<file path="config.mk">
export PLATFORM = sky130hd
export DESIGN_NAME = neopixel_top
export DESIGN_NICKNAME = d
export VERILOG_FILES = /design/src/neopixel_pkg.sv /design/src/neopixel_bit_encoder.sv /design/src/neopixel_registers.sv /design/src/neopixel_streamer.sv /design/src/neopixel_top.sv
export SDC_FILE = /design/constraint.sdc
export NUM_CORES = 1
export LEC_CHECK = 0
export BUFFER_PORTS_ARGS = -buffer_cell sky130_fd_sc_hd__buf_2
export CAP_MARGIN = 5
export CORE_ASPECT_RATIO = 1.75
export CORE_UTILIZATION = 40
export DETAILED_ROUTE_END_ITERATION = 7
export HOLD_SLACK_MARGIN = 0.03
export PLACE_DENSITY = 0.62
export SYNTH_ARGS = -nofsm -noshare
export SYNTH_HDL_FRONTEND = slang
export SYNTH_SLANG_ARGS = --single-unit
</file>
<file path="constraint.sdc">
create_clock -name busClk -period 3.7 [get_ports busClk]
set_input_delay 0.185 -clock busClk [delete_from_list [all_inputs] [get_ports busClk]]
set_output_delay 0.185 -clock busClk [all_outputs]
set_load 0.02 [all_outputs]
</file>
<file path="src/neopixel_pkg.sv">
package neopixel_pkg;

  // Width of the frame length register, 5 + 8 bits over two bus bytes
  localparam int max_w = 13;

  // Register offsets, decoded from the two lowest address bits
  localparam logic [1:0] reg_max_lo = 2'd0;
  localparam logic [1:0] reg_max_hi = 2'd1;
  localparam logic [1:0] reg_ctrl   = 2'd2;
  localparam logic [1:0] reg_status = 2'd3;

  // One bus access, write and read are single-cycle strobes
  typedef struct packed {
    logic [13:0] addr;
    logic [7:0]  wdata;
    logic        write;
    logic        read;
  } bus_req_t;

  // Control register, init sits in bit 0 and buf_sel in bit 5
  typedef struct packed {
    logic buf_sel;
    logic mode32;
    logic loop;
    logic run;
    logic limit;
    logic init;
  } ctrl_t;

  // Streamer FSM states
  typedef enum logic [1:0] {
    idle,
    init_low,
    send,
    latch
  } stream_state_e;

  // Commands from the streamer to the bit encoder
  typedef enum logic [1:0] {
    sym_none,
    sym_byte,
    sym_reset
  } symbol_e;

endpackage

</file>
<file path="src/neopixel_bit_encoder.sv">
`timescale 1ns/1ps

module neopixel_bit_encoder #(
  parameter int T0H    = 20,
  parameter int T1H    = 40,
  parameter int TBIT   = 63,
  parameter int TRESET = 2500,
  localparam int CNT_MAX = (TBIT > TRESET) ? TBIT : TRESET,
  localparam int CNT_W   = $clog2(CNT_MAX + 1)
) (
  input  logic                  busClk,
  input  logic                  rst,
  input  neopixel_pkg::symbol_e sym,
  input  logic [7:0]            sym_byte,
  output logic                  ready,
  output logic                  dout
);

  logic             busy;
  logic             in_reset;
  logic [7:0]       shift_q;
  logic [2:0]       bit_cnt;
  logic [CNT_W-1:0] cyc_cnt;
  logic [CNT_W-1:0] high_len;
  logic             bit_end;

  assign ready    = !busy;
  assign high_len = shift_q[7] ? CNT_W'(T1H) : CNT_W'(T0H);
  assign bit_end  = cyc_cnt == CNT_W'(TBIT - 1);

  // High at the start of each bit cell, low for the rest and during reset
  assign dout = busy && !in_reset && (cyc_cnt < high_len);

  always_ff @(posedge busClk) begin
    if (ready && sym == neopixel_pkg::sym_byte) begin
      shift_q <= sym_byte;
    end else if (busy && !in_reset && bit_end) begin
      shift_q <= {shift_q[6:0], 1'b0};
    end
  end

  always_ff @(posedge busClk) begin
    if (rst) begin
      busy     <= 1'b0;
      in_reset <= 1'b0;
      bit_cnt  <= '0;
      cyc_cnt  <= '0;
    end else if (!busy) begin
      cyc_cnt <= '0;
      bit_cnt <= 3'd7;
      if (sym != neopixel_pkg::sym_none) begin
        busy     <= 1'b1;
        in_reset <= (sym == neopixel_pkg::sym_reset);
      end
    end else if (in_reset) begin
      if (cyc_cnt == CNT_W'(TRESET - 1)) busy <= 1'b0;
      else cyc_cnt <= cyc_cnt + 1'b1;
    end else if (bit_end) begin
      cyc_cnt <= '0;
      if (bit_cnt == 3'd0) busy <= 1'b0;
      else bit_cnt <= bit_cnt - 1'b1;
    end else begin
      cyc_cnt <= cyc_cnt + 1'b1;
    end
  end

  // Pulse widths must order as 0-bit, 1-bit, whole cell
  if (!(T0H < T1H && T1H < TBIT)) begin : g_bad_timing
    $error("neopixel_bit_encoder needs T0H < T1H < TBIT");
  end

  a_high_len: assert property (@(posedge busClk) disable iff (rst)
    $rose(dout) |-> ##[1:T1H] !dout)
    else $error("dout high longer than T1H");

endmodule

</file>
<file path="src/neopixel_registers.sv">
`timescale 1ns/1ps

module neopixel_registers #(
  parameter int BUFFER_END = 63,
  localparam int IDX_W = $clog2(BUFFER_END + 1)
) (
  input  logic                            busClk,
  input  logic                            rst,
  input  neopixel_pkg::bus_req_t          bus,
  output logic [7:0]                      bus_rdata,
  input  logic                            sync_start,
  input  logic [IDX_W-1:0]                rd_addr,
  output logic [7:0]                      rd_data,
  output neopixel_pkg::ctrl_t             ctrl,
  output logic [neopixel_pkg::max_w-1:0]  reg_max,
  input  neopixel_pkg::stream_state_e     state,
  input  logic                            init_done,
  input  logic                            frame_done
);

  // Two pixel buffers, software fills one while the other is streamed
  logic [7:0] pix_mem [0:1][0:BUFFER_END];

  neopixel_pkg::ctrl_t ctrl_d;
  logic                buf_wr;
  logic                reg_wr;
  logic [IDX_W-1:0]    buf_idx;

  assign buf_wr  = bus.write && !bus.addr[13];
  assign reg_wr  = bus.write && bus.addr[13];
  assign buf_idx = bus.addr[IDX_W-1:0];

  // Streamer side sees the buffer that software is not writing
  assign rd_data = pix_mem[!ctrl.buf_sel][rd_addr];

  always_ff @(posedge busClk) begin
    if (buf_wr) begin
      pix_mem[ctrl.buf_sel][buf_idx] <= bus.wdata;
    end
  end

  // Next control value, bus first and streamer events last so they win
  always_comb begin
    ctrl_d = ctrl;
    if (reg_wr && bus.addr[1:0] == neopixel_pkg::reg_ctrl) begin
      ctrl_d = neopixel_pkg::ctrl_t'(bus.wdata[5:0]);
    end
    if (sync_start) begin
      ctrl_d.run = 1'b1;
    end
    // Init owns the control word until the strip has been reset
    if (ctrl_d.init) begin
      ctrl_d      = '0;
      ctrl_d.init = 1'b1;
    end
    if (init_done) begin
      ctrl_d.init = 1'b0;
    end
    if (frame_done) begin
      ctrl_d.run = ctrl_d.loop;
    end
  end

  always_ff @(posedge busClk) begin
    if (rst) begin
      ctrl    <= '0;
      reg_max <= '0;
    end else begin
      ctrl <= ctrl_d;
      if (reg_wr && bus.addr[1:0] == neopixel_pkg::reg_max_lo) begin
        reg_max[7:0] <= bus.wdata;
      end
      if (reg_wr && bus.addr[1:0] == neopixel_pkg::reg_max_hi) begin
        reg_max[neopixel_pkg::max_w-1:8] <= bus.wdata[neopixel_pkg::max_w-9:0];
      end
    end
  end

  // Read data lands one cycle after the strobe and holds until the next read
  always_ff @(posedge busClk) begin
    if (bus.read) begin
      if (!bus.addr[13]) begin
        // Software reads back the buffer it writes
        bus_rdata <= pix_mem[ctrl.buf_sel][buf_idx];
      end else begin
        case (bus.addr[1:0])
          neopixel_pkg::reg_max_lo: bus_rdata <= reg_max[7:0];
          neopixel_pkg::reg_max_hi: bus_rdata <= 8'(reg_max[neopixel_pkg::max_w-1:8]);
          neopixel_pkg::reg_ctrl:   bus_rdata <= 8'(ctrl);
          default:                  bus_rdata <= {7'b0, state != neopixel_pkg::idle};
        endcase
      end
    end
  end

  // Bus master never issues both strobes at once
  a_no_rd_wr: assert property (@(posedge busClk) disable iff (rst)
    !(bus.read && bus.write))
    else $error("bus read and write in the same cycle");

endmodule

</file>
<file path="src/neopixel_streamer.sv">
`timescale 1ns/1ps

module neopixel_streamer #(
  parameter int BUFFER_END = 63,
  parameter int TRESET     = 2500,
  localparam int IDX_W = $clog2(BUFFER_END + 1)
) (
  input  logic                            busClk,
  input  logic                            rst,
  input  neopixel_pkg::ctrl_t             ctrl,
  input  logic [neopixel_pkg::max_w-1:0]  reg_max,
  output logic [IDX_W-1:0]                rd_addr,
  input  logic [7:0]                      rd_data,
  output neopixel_pkg::symbol_e           sym,
  output logic [7:0]                      sym_byte,
  input  logic                            ready,
  output neopixel_pkg::stream_state_e     state,
  output logic                            init_done,
  output logic                            frame_done,
  output logic                            start_seen
);

  logic [IDX_W-1:0] last_idx;
  logic             skip;
  // Set once the reset symbol of init_low or latch has been handed over
  logic             reset_sent;

  // A max beyond the buffer falls back to the full buffer
  assign last_idx = (ctrl.limit && reg_max < BUFFER_END) ?
                    reg_max[IDX_W-1:0] : IDX_W'(BUFFER_END);

  // 24-bit pixels leave the fourth byte of each group out
  assign skip = !ctrl.mode32 && (rd_addr[1:0] == 2'b11);

  assign sym_byte = rd_data;

  always_comb begin
    sym = neopixel_pkg::sym_none;
    if (ready) begin
      case (state)
        neopixel_pkg::send: begin
          if (!skip) sym = neopixel_pkg::sym_byte;
        end
        neopixel_pkg::init_low, neopixel_pkg::latch: begin
          if (!reset_sent) sym = neopixel_pkg::sym_reset;
        end
        default: sym = neopixel_pkg::sym_none;
      endcase
    end
  end

  // Encoder back to ready after the reset symbol means the low time is over
  assign init_done  = (state == neopixel_pkg::init_low) && ready && reset_sent;
  assign frame_done = (state == neopixel_pkg::latch) && ready && reset_sent;
  assign start_seen = (state == neopixel_pkg::idle) && !ctrl.init && ctrl.run;

  always_ff @(posedge busClk) begin
    if (rst) begin
      state      <= neopixel_pkg::idle;
      rd_addr    <= '0;
      reset_sent <= 1'b0;
    end else begin
      case (state)
        neopixel_pkg::idle: begin
          rd_addr <= '0;
          if (ctrl.init) begin
            state <= neopixel_pkg::init_low;
          end else if (ctrl.run) begin
            state <= neopixel_pkg::send;
          end
        end
        neopixel_pkg::send: begin
          // Skipped bytes advance without waiting on the encoder
          if (skip || ready) begin
            if (rd_addr == last_idx) begin
              state <= neopixel_pkg::latch;
            end else begin
              rd_addr <= rd_addr + 1'b1;
            end
          end
        end
        default: begin
          if (ready) begin
            if (reset_sent) begin
              reset_sent <= 1'b0;
              state      <= neopixel_pkg::idle;
            end else begin
              reset_sent <= 1'b1;
            end
          end
        end
      endcase
    end
  end

  a_addr_range: assert property (@(posedge busClk) disable iff (rst)
    rd_addr <= BUFFER_END)
    else $error("rd_addr beyond the pixel buffer");

  // Latch low time seen from here matches the encoder reset length
  a_latch_len: assert property (@(posedge busClk) disable iff (rst)
    (state == neopixel_pkg::latch && sym == neopixel_pkg::sym_reset)
      |-> ##(TRESET + 1) frame_done)
    else $error("frame_done not one cycle after the latch period");

endmodule

</file>
<file path="src/neopixel_top.sv">
`timescale 1ns/1ps

module neopixel_top #(
  parameter int BUFFER_END = 63,
  // Cycle counts for a 50 MHz bus clock
  parameter int T0H    = 20,
  parameter int T1H    = 40,
  parameter int TBIT   = 63,
  parameter int TRESET = 2500,
  localparam int IDX_W = $clog2(BUFFER_END + 1)
) (
  input  logic                   busClk,
  input  logic                   rst,
  input  neopixel_pkg::bus_req_t bus,
  output logic [7:0]             bus_rdata,
  input  logic                   sync_start,
  output logic                   dout
);

  neopixel_pkg::ctrl_t           ctrl;
  logic [neopixel_pkg::max_w-1:0] reg_max;
  logic [IDX_W-1:0]              rd_addr;
  logic [7:0]                    rd_data;
  neopixel_pkg::stream_state_e   state;
  logic                          init_done;
  logic                          frame_done;
  logic                          start_seen;
  neopixel_pkg::symbol_e         sym;
  logic [7:0]                    sym_byte;
  logic                          ready;

  neopixel_registers #(.BUFFER_END(BUFFER_END)) i_registers (
    .busClk, .rst, .bus, .bus_rdata, .sync_start, .rd_addr, .rd_data,
    .ctrl, .reg_max, .state, .init_done, .frame_done
  );

  neopixel_streamer #(.BUFFER_END(BUFFER_END), .TRESET(TRESET)) i_streamer (
    .busClk, .rst, .ctrl, .reg_max, .rd_addr, .rd_data, .sym, .sym_byte,
    .ready, .state, .init_done, .frame_done, .start_seen
  );

  neopixel_bit_encoder #(.T0H(T0H), .T1H(T1H), .TBIT(TBIT), .TRESET(TRESET)) i_encoder (
    .busClk, .rst, .sym, .sym_byte, .ready, .dout
  );

endmodule

</file>
== After elaboration in Yosys (flattened, before gate mapping) ==
Memory sizes are Yosys's and may differ from the RTL's. A register that Yosys moved wholly into a read port is not among the register bits.
Index checks and enable logic that the tools add are counted.

* Order comparisons: 5
* Multiplexer cells: 50
* Equal/unequal tests: 20
* Add/subtract/negate cells: 3
* Bitwise logic cells: 4
* Reductions and logical operators: 41

{| class="wikitable"
|+ Operators with widths
! kind !! number
|-
| $mux W512 || 1
|-
| $bmux W8 S6 || 2
|-
| $mux W8 || 8
|-
| $demux W8 S6 || 1
|-
| $mux W12 || 3
|-
| $mux W6 || 4
|-
| $pmux W8 S3 || 1
|-
| $logic_and A1 B1 Y1 || 16
|-
| $mux W2 || 8
|-
| $ge A7 B7 Y1 const B || 2
|-
| $not A6 Y7 || 2
|-
| $lt A13 B6 Y1 const B || 1
|-
| $mux W1 || 13
|-
| $add A12 B1 Y12 const B || 1
|-
| $eq A12 B12 Y1 const B || 1
|-
| $eq A12 B6 Y1 const B || 1
|-
| $lt A12 B12 Y1 || 1
|-
| $mux W3 || 4
|-
| $pmux W6 S2 || 1
|-
| $eq A2 B2 Y1 const B || 5
|-
| $ne A2 B2 Y1 const B || 5
|-
| $reduce_or A2 Y1 || 5
|-
| $mux W4 || 2
|-
| $pmux W2 S2 || 2
|-
| 18 further kinds || 33
|}

* Memories kept: 1
* Bits in writable memories: 1024
* Word-level logic and storage cells: 141
* Flip-flop bits (word level): 61
* Output and inout port bits: 9
* Input bits: 27

{| class="wikitable"
|+ Memory list
! name !! depth !! bits a word !! rd ports !! clocked after Yosys merged registers in !! write ports !! line !! text
|-
| i_registers.pix_mem || 2 || 512 || 2 || 1 || 1 || neopixel_registers.sv:22 || <nowiki>logic [7:0] pix_mem [0:1][0:BUFFER_END];</nowiki>
|}

== Logic depth before layout (Yosys ltp) ==
* Depth after elaboration: 8
* Mapped depth: 12
* Mapped depth without buffers: 7

== Cells and area by module ==
Synthesis repeated with hierarchy kept, for this count alone.

* Cells, all modules: 2853
* Area, all modules: 51479.4 µm²

{| class="wikitable"
|+ By module, submodules not included
! module !! cells an instance !! area an instance (µm²) !! times used !! seq. area each (µm²)
|-
| neopixel_registers || 2637 || 49452.4 || 1 || 31390.1
|-
| neopixel_bit_encoder || 124 || 1260.0 || 1 || 580.6
|-
| neopixel_streamer || 92 || 767.0 || 1 || 180.2
|}

== Worst setup path after synthesis ==
No wires, ideal clock.

* Kind: flip-flop to flip-flop
* Start: reg, netlist name i_registers.ctrl[5]
* End: mem i_registers.pix_mem[1][0] in the netlist's numbering (enable)
* Setup time: 0.371 ns
* Stages on the path, launching flop included: 10
* Buffers on the path: 7
* Path slack: 0.964 ns
* Data arrival time: 2.365 ns
* Clock period less this slack: 2.736 ns
* Required time: 3.329 ns
* Cells stage by stage: dfxtp_1 buf_2 buf_4 buf_2 buf_4 buf_4 buf_2 buf_2 nand4_1 nor2_1

{| class="wikitable"
|+ RTL lines
! element !! line
|-
| end: declaration || neopixel_registers.sv:22
|}

No word-level cell before the write port.

== Final worst setup path ==
* Start: reg, netlist name i_registers.ctrl[5]
* End: reg i_encoder.shift_q[7] (data pin)

* Cells in the longest elaborated chain, start to end: 6

{| class="wikitable"
|+ Ends and longest elaborated chain
! element !! line !! text
|-
| $logic_not A1 Y1 || neopixel_registers.sv:34 || <nowiki>assign rd_data = pix_mem[!ctrl.buf_sel][rd_addr];</nowiki>
|-
| $mem_v2 Z2 W512 || n/a ||
|-
| $bmux W8 S6 || neopixel_registers.sv:34 ||
|-
| $mux W8 (not written as such) (2 in a row) || neopixel_registers.sv:34 ||
|-
| $mux W8 || neopixel_bit_encoder.sv:35 || <nowiki>if (ready && sym == neopixel_pkg::sym_byte) begin</nowiki>
|-
| end signal: assignment || neopixel_bit_encoder.sv:36 || <nowiki>shift_q <= sym_byte;</nowiki>
|-
| end signal: assignment || neopixel_bit_encoder.sv:38 || <nowiki>shift_q <= {shift_q[6:0], 1'b0};</nowiki>
|-
| end: declaration || neopixel_bit_encoder.sv:21 || <nowiki>logic [7:0] shift_q;</nowiki>
|}

No other way between the ends. The select of a mux whose other input is x is not followed.
A chain may end at the register's enable or synchronous reset.

==> impl_metrics.ini <==
[run_status]
run_status = finished clean

[die]
coreArea_um2 = 127000
die_height_um = 476
num_io_pins = 36
start_util_pct = 40.4
die_x_um = 273
row_count = 173
fp.dieArea_um2 = 130000

[power]
power_density_nw_per_um2 = 437
ir_drop_uv = 554
p_leak_nw = 18.3

[synth]
synth.distinct_cells = 77
synth_fp_nets = 3001
syn_area_per_cell_um2 = 17.3
synth.yosys.seq_area_share_pct = 62.6
syn_area_um2 = 51400
synthFlopType = edfxtp_1
netlist_instances = 2966
ys_async_sr_fraction_pct = 0
ys_ff_latch = 1086
yosysWarnings = 0
synth_edf_count = 1040

[clock_tree]
clkTransAtPathRegs_ps = 70
postCtsSetupBuffers = 0
cts_sinks = 1086
cts_tree = yes
clockBufferDepth = 3
clk_latency_ps = 730
cts_hold_buf = 7
cts_max_level = 3
root_buffer = clkbuf_16
cts_made_buffers = 91
post_cts_resized = 0

[worst_hold_path]
hold_start = bus[3]
hp-class = in -> reg
hold-path-cell-count = 1

[global_route]
grt_max_degree = 120
track_usage_pct = 27.6
grt_pass1_vias = 32800
grt_pass1_wl_um = 248000
antenna_found_initial = 13
overflow = 0

[setup_path]
critPathKind = reg -> reg
crit_family = simple AND/OR/NAND/NOR gates
worstSetupStartpointType = register
startpoint = i_registers.ctrl[5]
end_kind = register
path_buf_inv = 3
r2r_cells = 9
crit_chain = buf_4 > mux2i_1 > a22oi_1 > a31oi_1 > nor3_2 > nor4_1 > buf_4 > nor3_1 > buf_4
r2r-start = i_registers.ctrl[5]
slowest_stage = nor3_2
critPathArrivalTime_ps = 4130
crit_cells = 9
crit_path_max_fanout = 25
worstPathRequired_ps = 4260
cp_common_cell = buf_4
slowest_delay_ps = 950

[timing]
setup_viol = 0
worst_slew_pin_slew_ps = 1210
maxSlewViolCount = 0
slew-limit-headroom_pct = 19.3
rsz0062_at_grt = false
hold_viol = 0
fin_ws_ps = 139
clock_skew_ps = 46.4
worst_hold_slack_ps = 66.3
period_needed_ps = 3560
fmax_mhz = 281
post-route-period-util_pct = 96.2
fin_tns_setup_ps = 0

[placement]
port_buffers = 28
gp_congestion = 1.02
hpwl_um = 129000
dp_slack_ps = 295
place_inst = 4765

[route]
avgRoutedWirePerCell_um = 36.1
drt_iter0_drc = 3652
vias_per_cell = 6.50
num_vias = 32200
first_pass_iters = 6
wirelength_um = 179000
ant_nets = 0
drc = 0

[final_layout]
nets = 3238
final_cell_mix = 1040 x edfxtp_1, 462 x mux4_2, 308 x buf_4
final_layout_size_suffix_gt1_share_pct = 30.8
syn2layout_area_growth_pct = 14.3
final_util_pct = 46.1
stdcell_count = 4949
final_common_cell = edfxtp_1

[run]
maxCapViolations = 0
[metal layers]
metal / GRT usage, % / vias to the layer above / part of all wire [%] / wire length (um)
li1: - / 12900 / - / -
met1: 28.3 / 16800 / 31 / 54900
met2: 48.0 / 1877 / 51 / 90800
met3: 4.97 / 598 / 7.5 / 13400
met4: 25.0 / 12 / 11 / 19300
met5: 0 / - / 0.043 / 76
[kinds of logic after synthesis]
family | share of synthesized area (%)
flip-flops | 62.6
multiplexers | 23.9
AND/OR/NAND/NOR | 5.24
AO/OA/AOI/OAI | 5.44
buffers and inverters | 2.37
XOR/XNOR | 0.222
adder cells (fa/ha/maj) | 0.195
[stage by stage]
step | total power, mW | cell area, um2
finish | 25.6 | 58700
global route | 26.1 | 58700
CTS | 25.7 | 58700
detailed placement | 15.6 | 55500
global placement | 15.6 | 55500
floorplan | 14.8 | 51400
[synth_stat cells, drive strengths merged (33+ instances only)]
cell    count  area, um2
a21oi      82        410
nand3      56        280
nand2b     33        206
a22oi      87        653
mux2i     176       1760
a31oi      33        206
dfxtp      46        921
edfxtp   1040      31200
o21ai      36        180
nand2     134        503
buf       129        790
nor2      204        766
mux4      462      10400
clkbuf     95        357
[path summary, 6_finish.rpt]
kind                                                    end  slack, ps
worst min-delay path            i_registers.pix_mem[0][441]         70
worst min register to register        i_streamer.reset_sent        490
worst max-delay path                   i_encoder.shift_q[7]        140
worst max register to register         i_encoder.shift_q[7]        140
[sequential cells by signal, indices dropped and copies added (netlist names), 2 cells and up, named ones only]
| signal | cells |
|---|---|
| i_encoder.bit_cnt | 3 |
| i_encoder.cyc_cnt | 12 |
| i_encoder.shift_q | 8 |
| i_registers.bus_rdata | 8 |
| i_registers.ctrl | 6 |
| i_registers.pix_mem | 1024 |
| i_registers.reg_max | 13 |
| i_streamer.rd_addr | 6 |
| i_streamer.state | 2 |
[power by group]
part | switching (mW) | internal (mW)
Clock | 4.66 | 5.60
Sequential | 0.0496 | 13.5
Combinational | 1.13 | 0.680
[area by class of cell]
cell class | instances | area [um2]
multi-input cells | 1637 | 18100
diodes | 6 | 15.0
well taps | 1662 | 2080
clock inverters | 67 | 744
inverters | 19 | 71.3
flip-flops and latches | 1086 | 32200
fillers | 10900 | 68600
clock buffers | 104 | 2390
repair buffers | 368 | 3180
(Power assumes the default switching activity.)
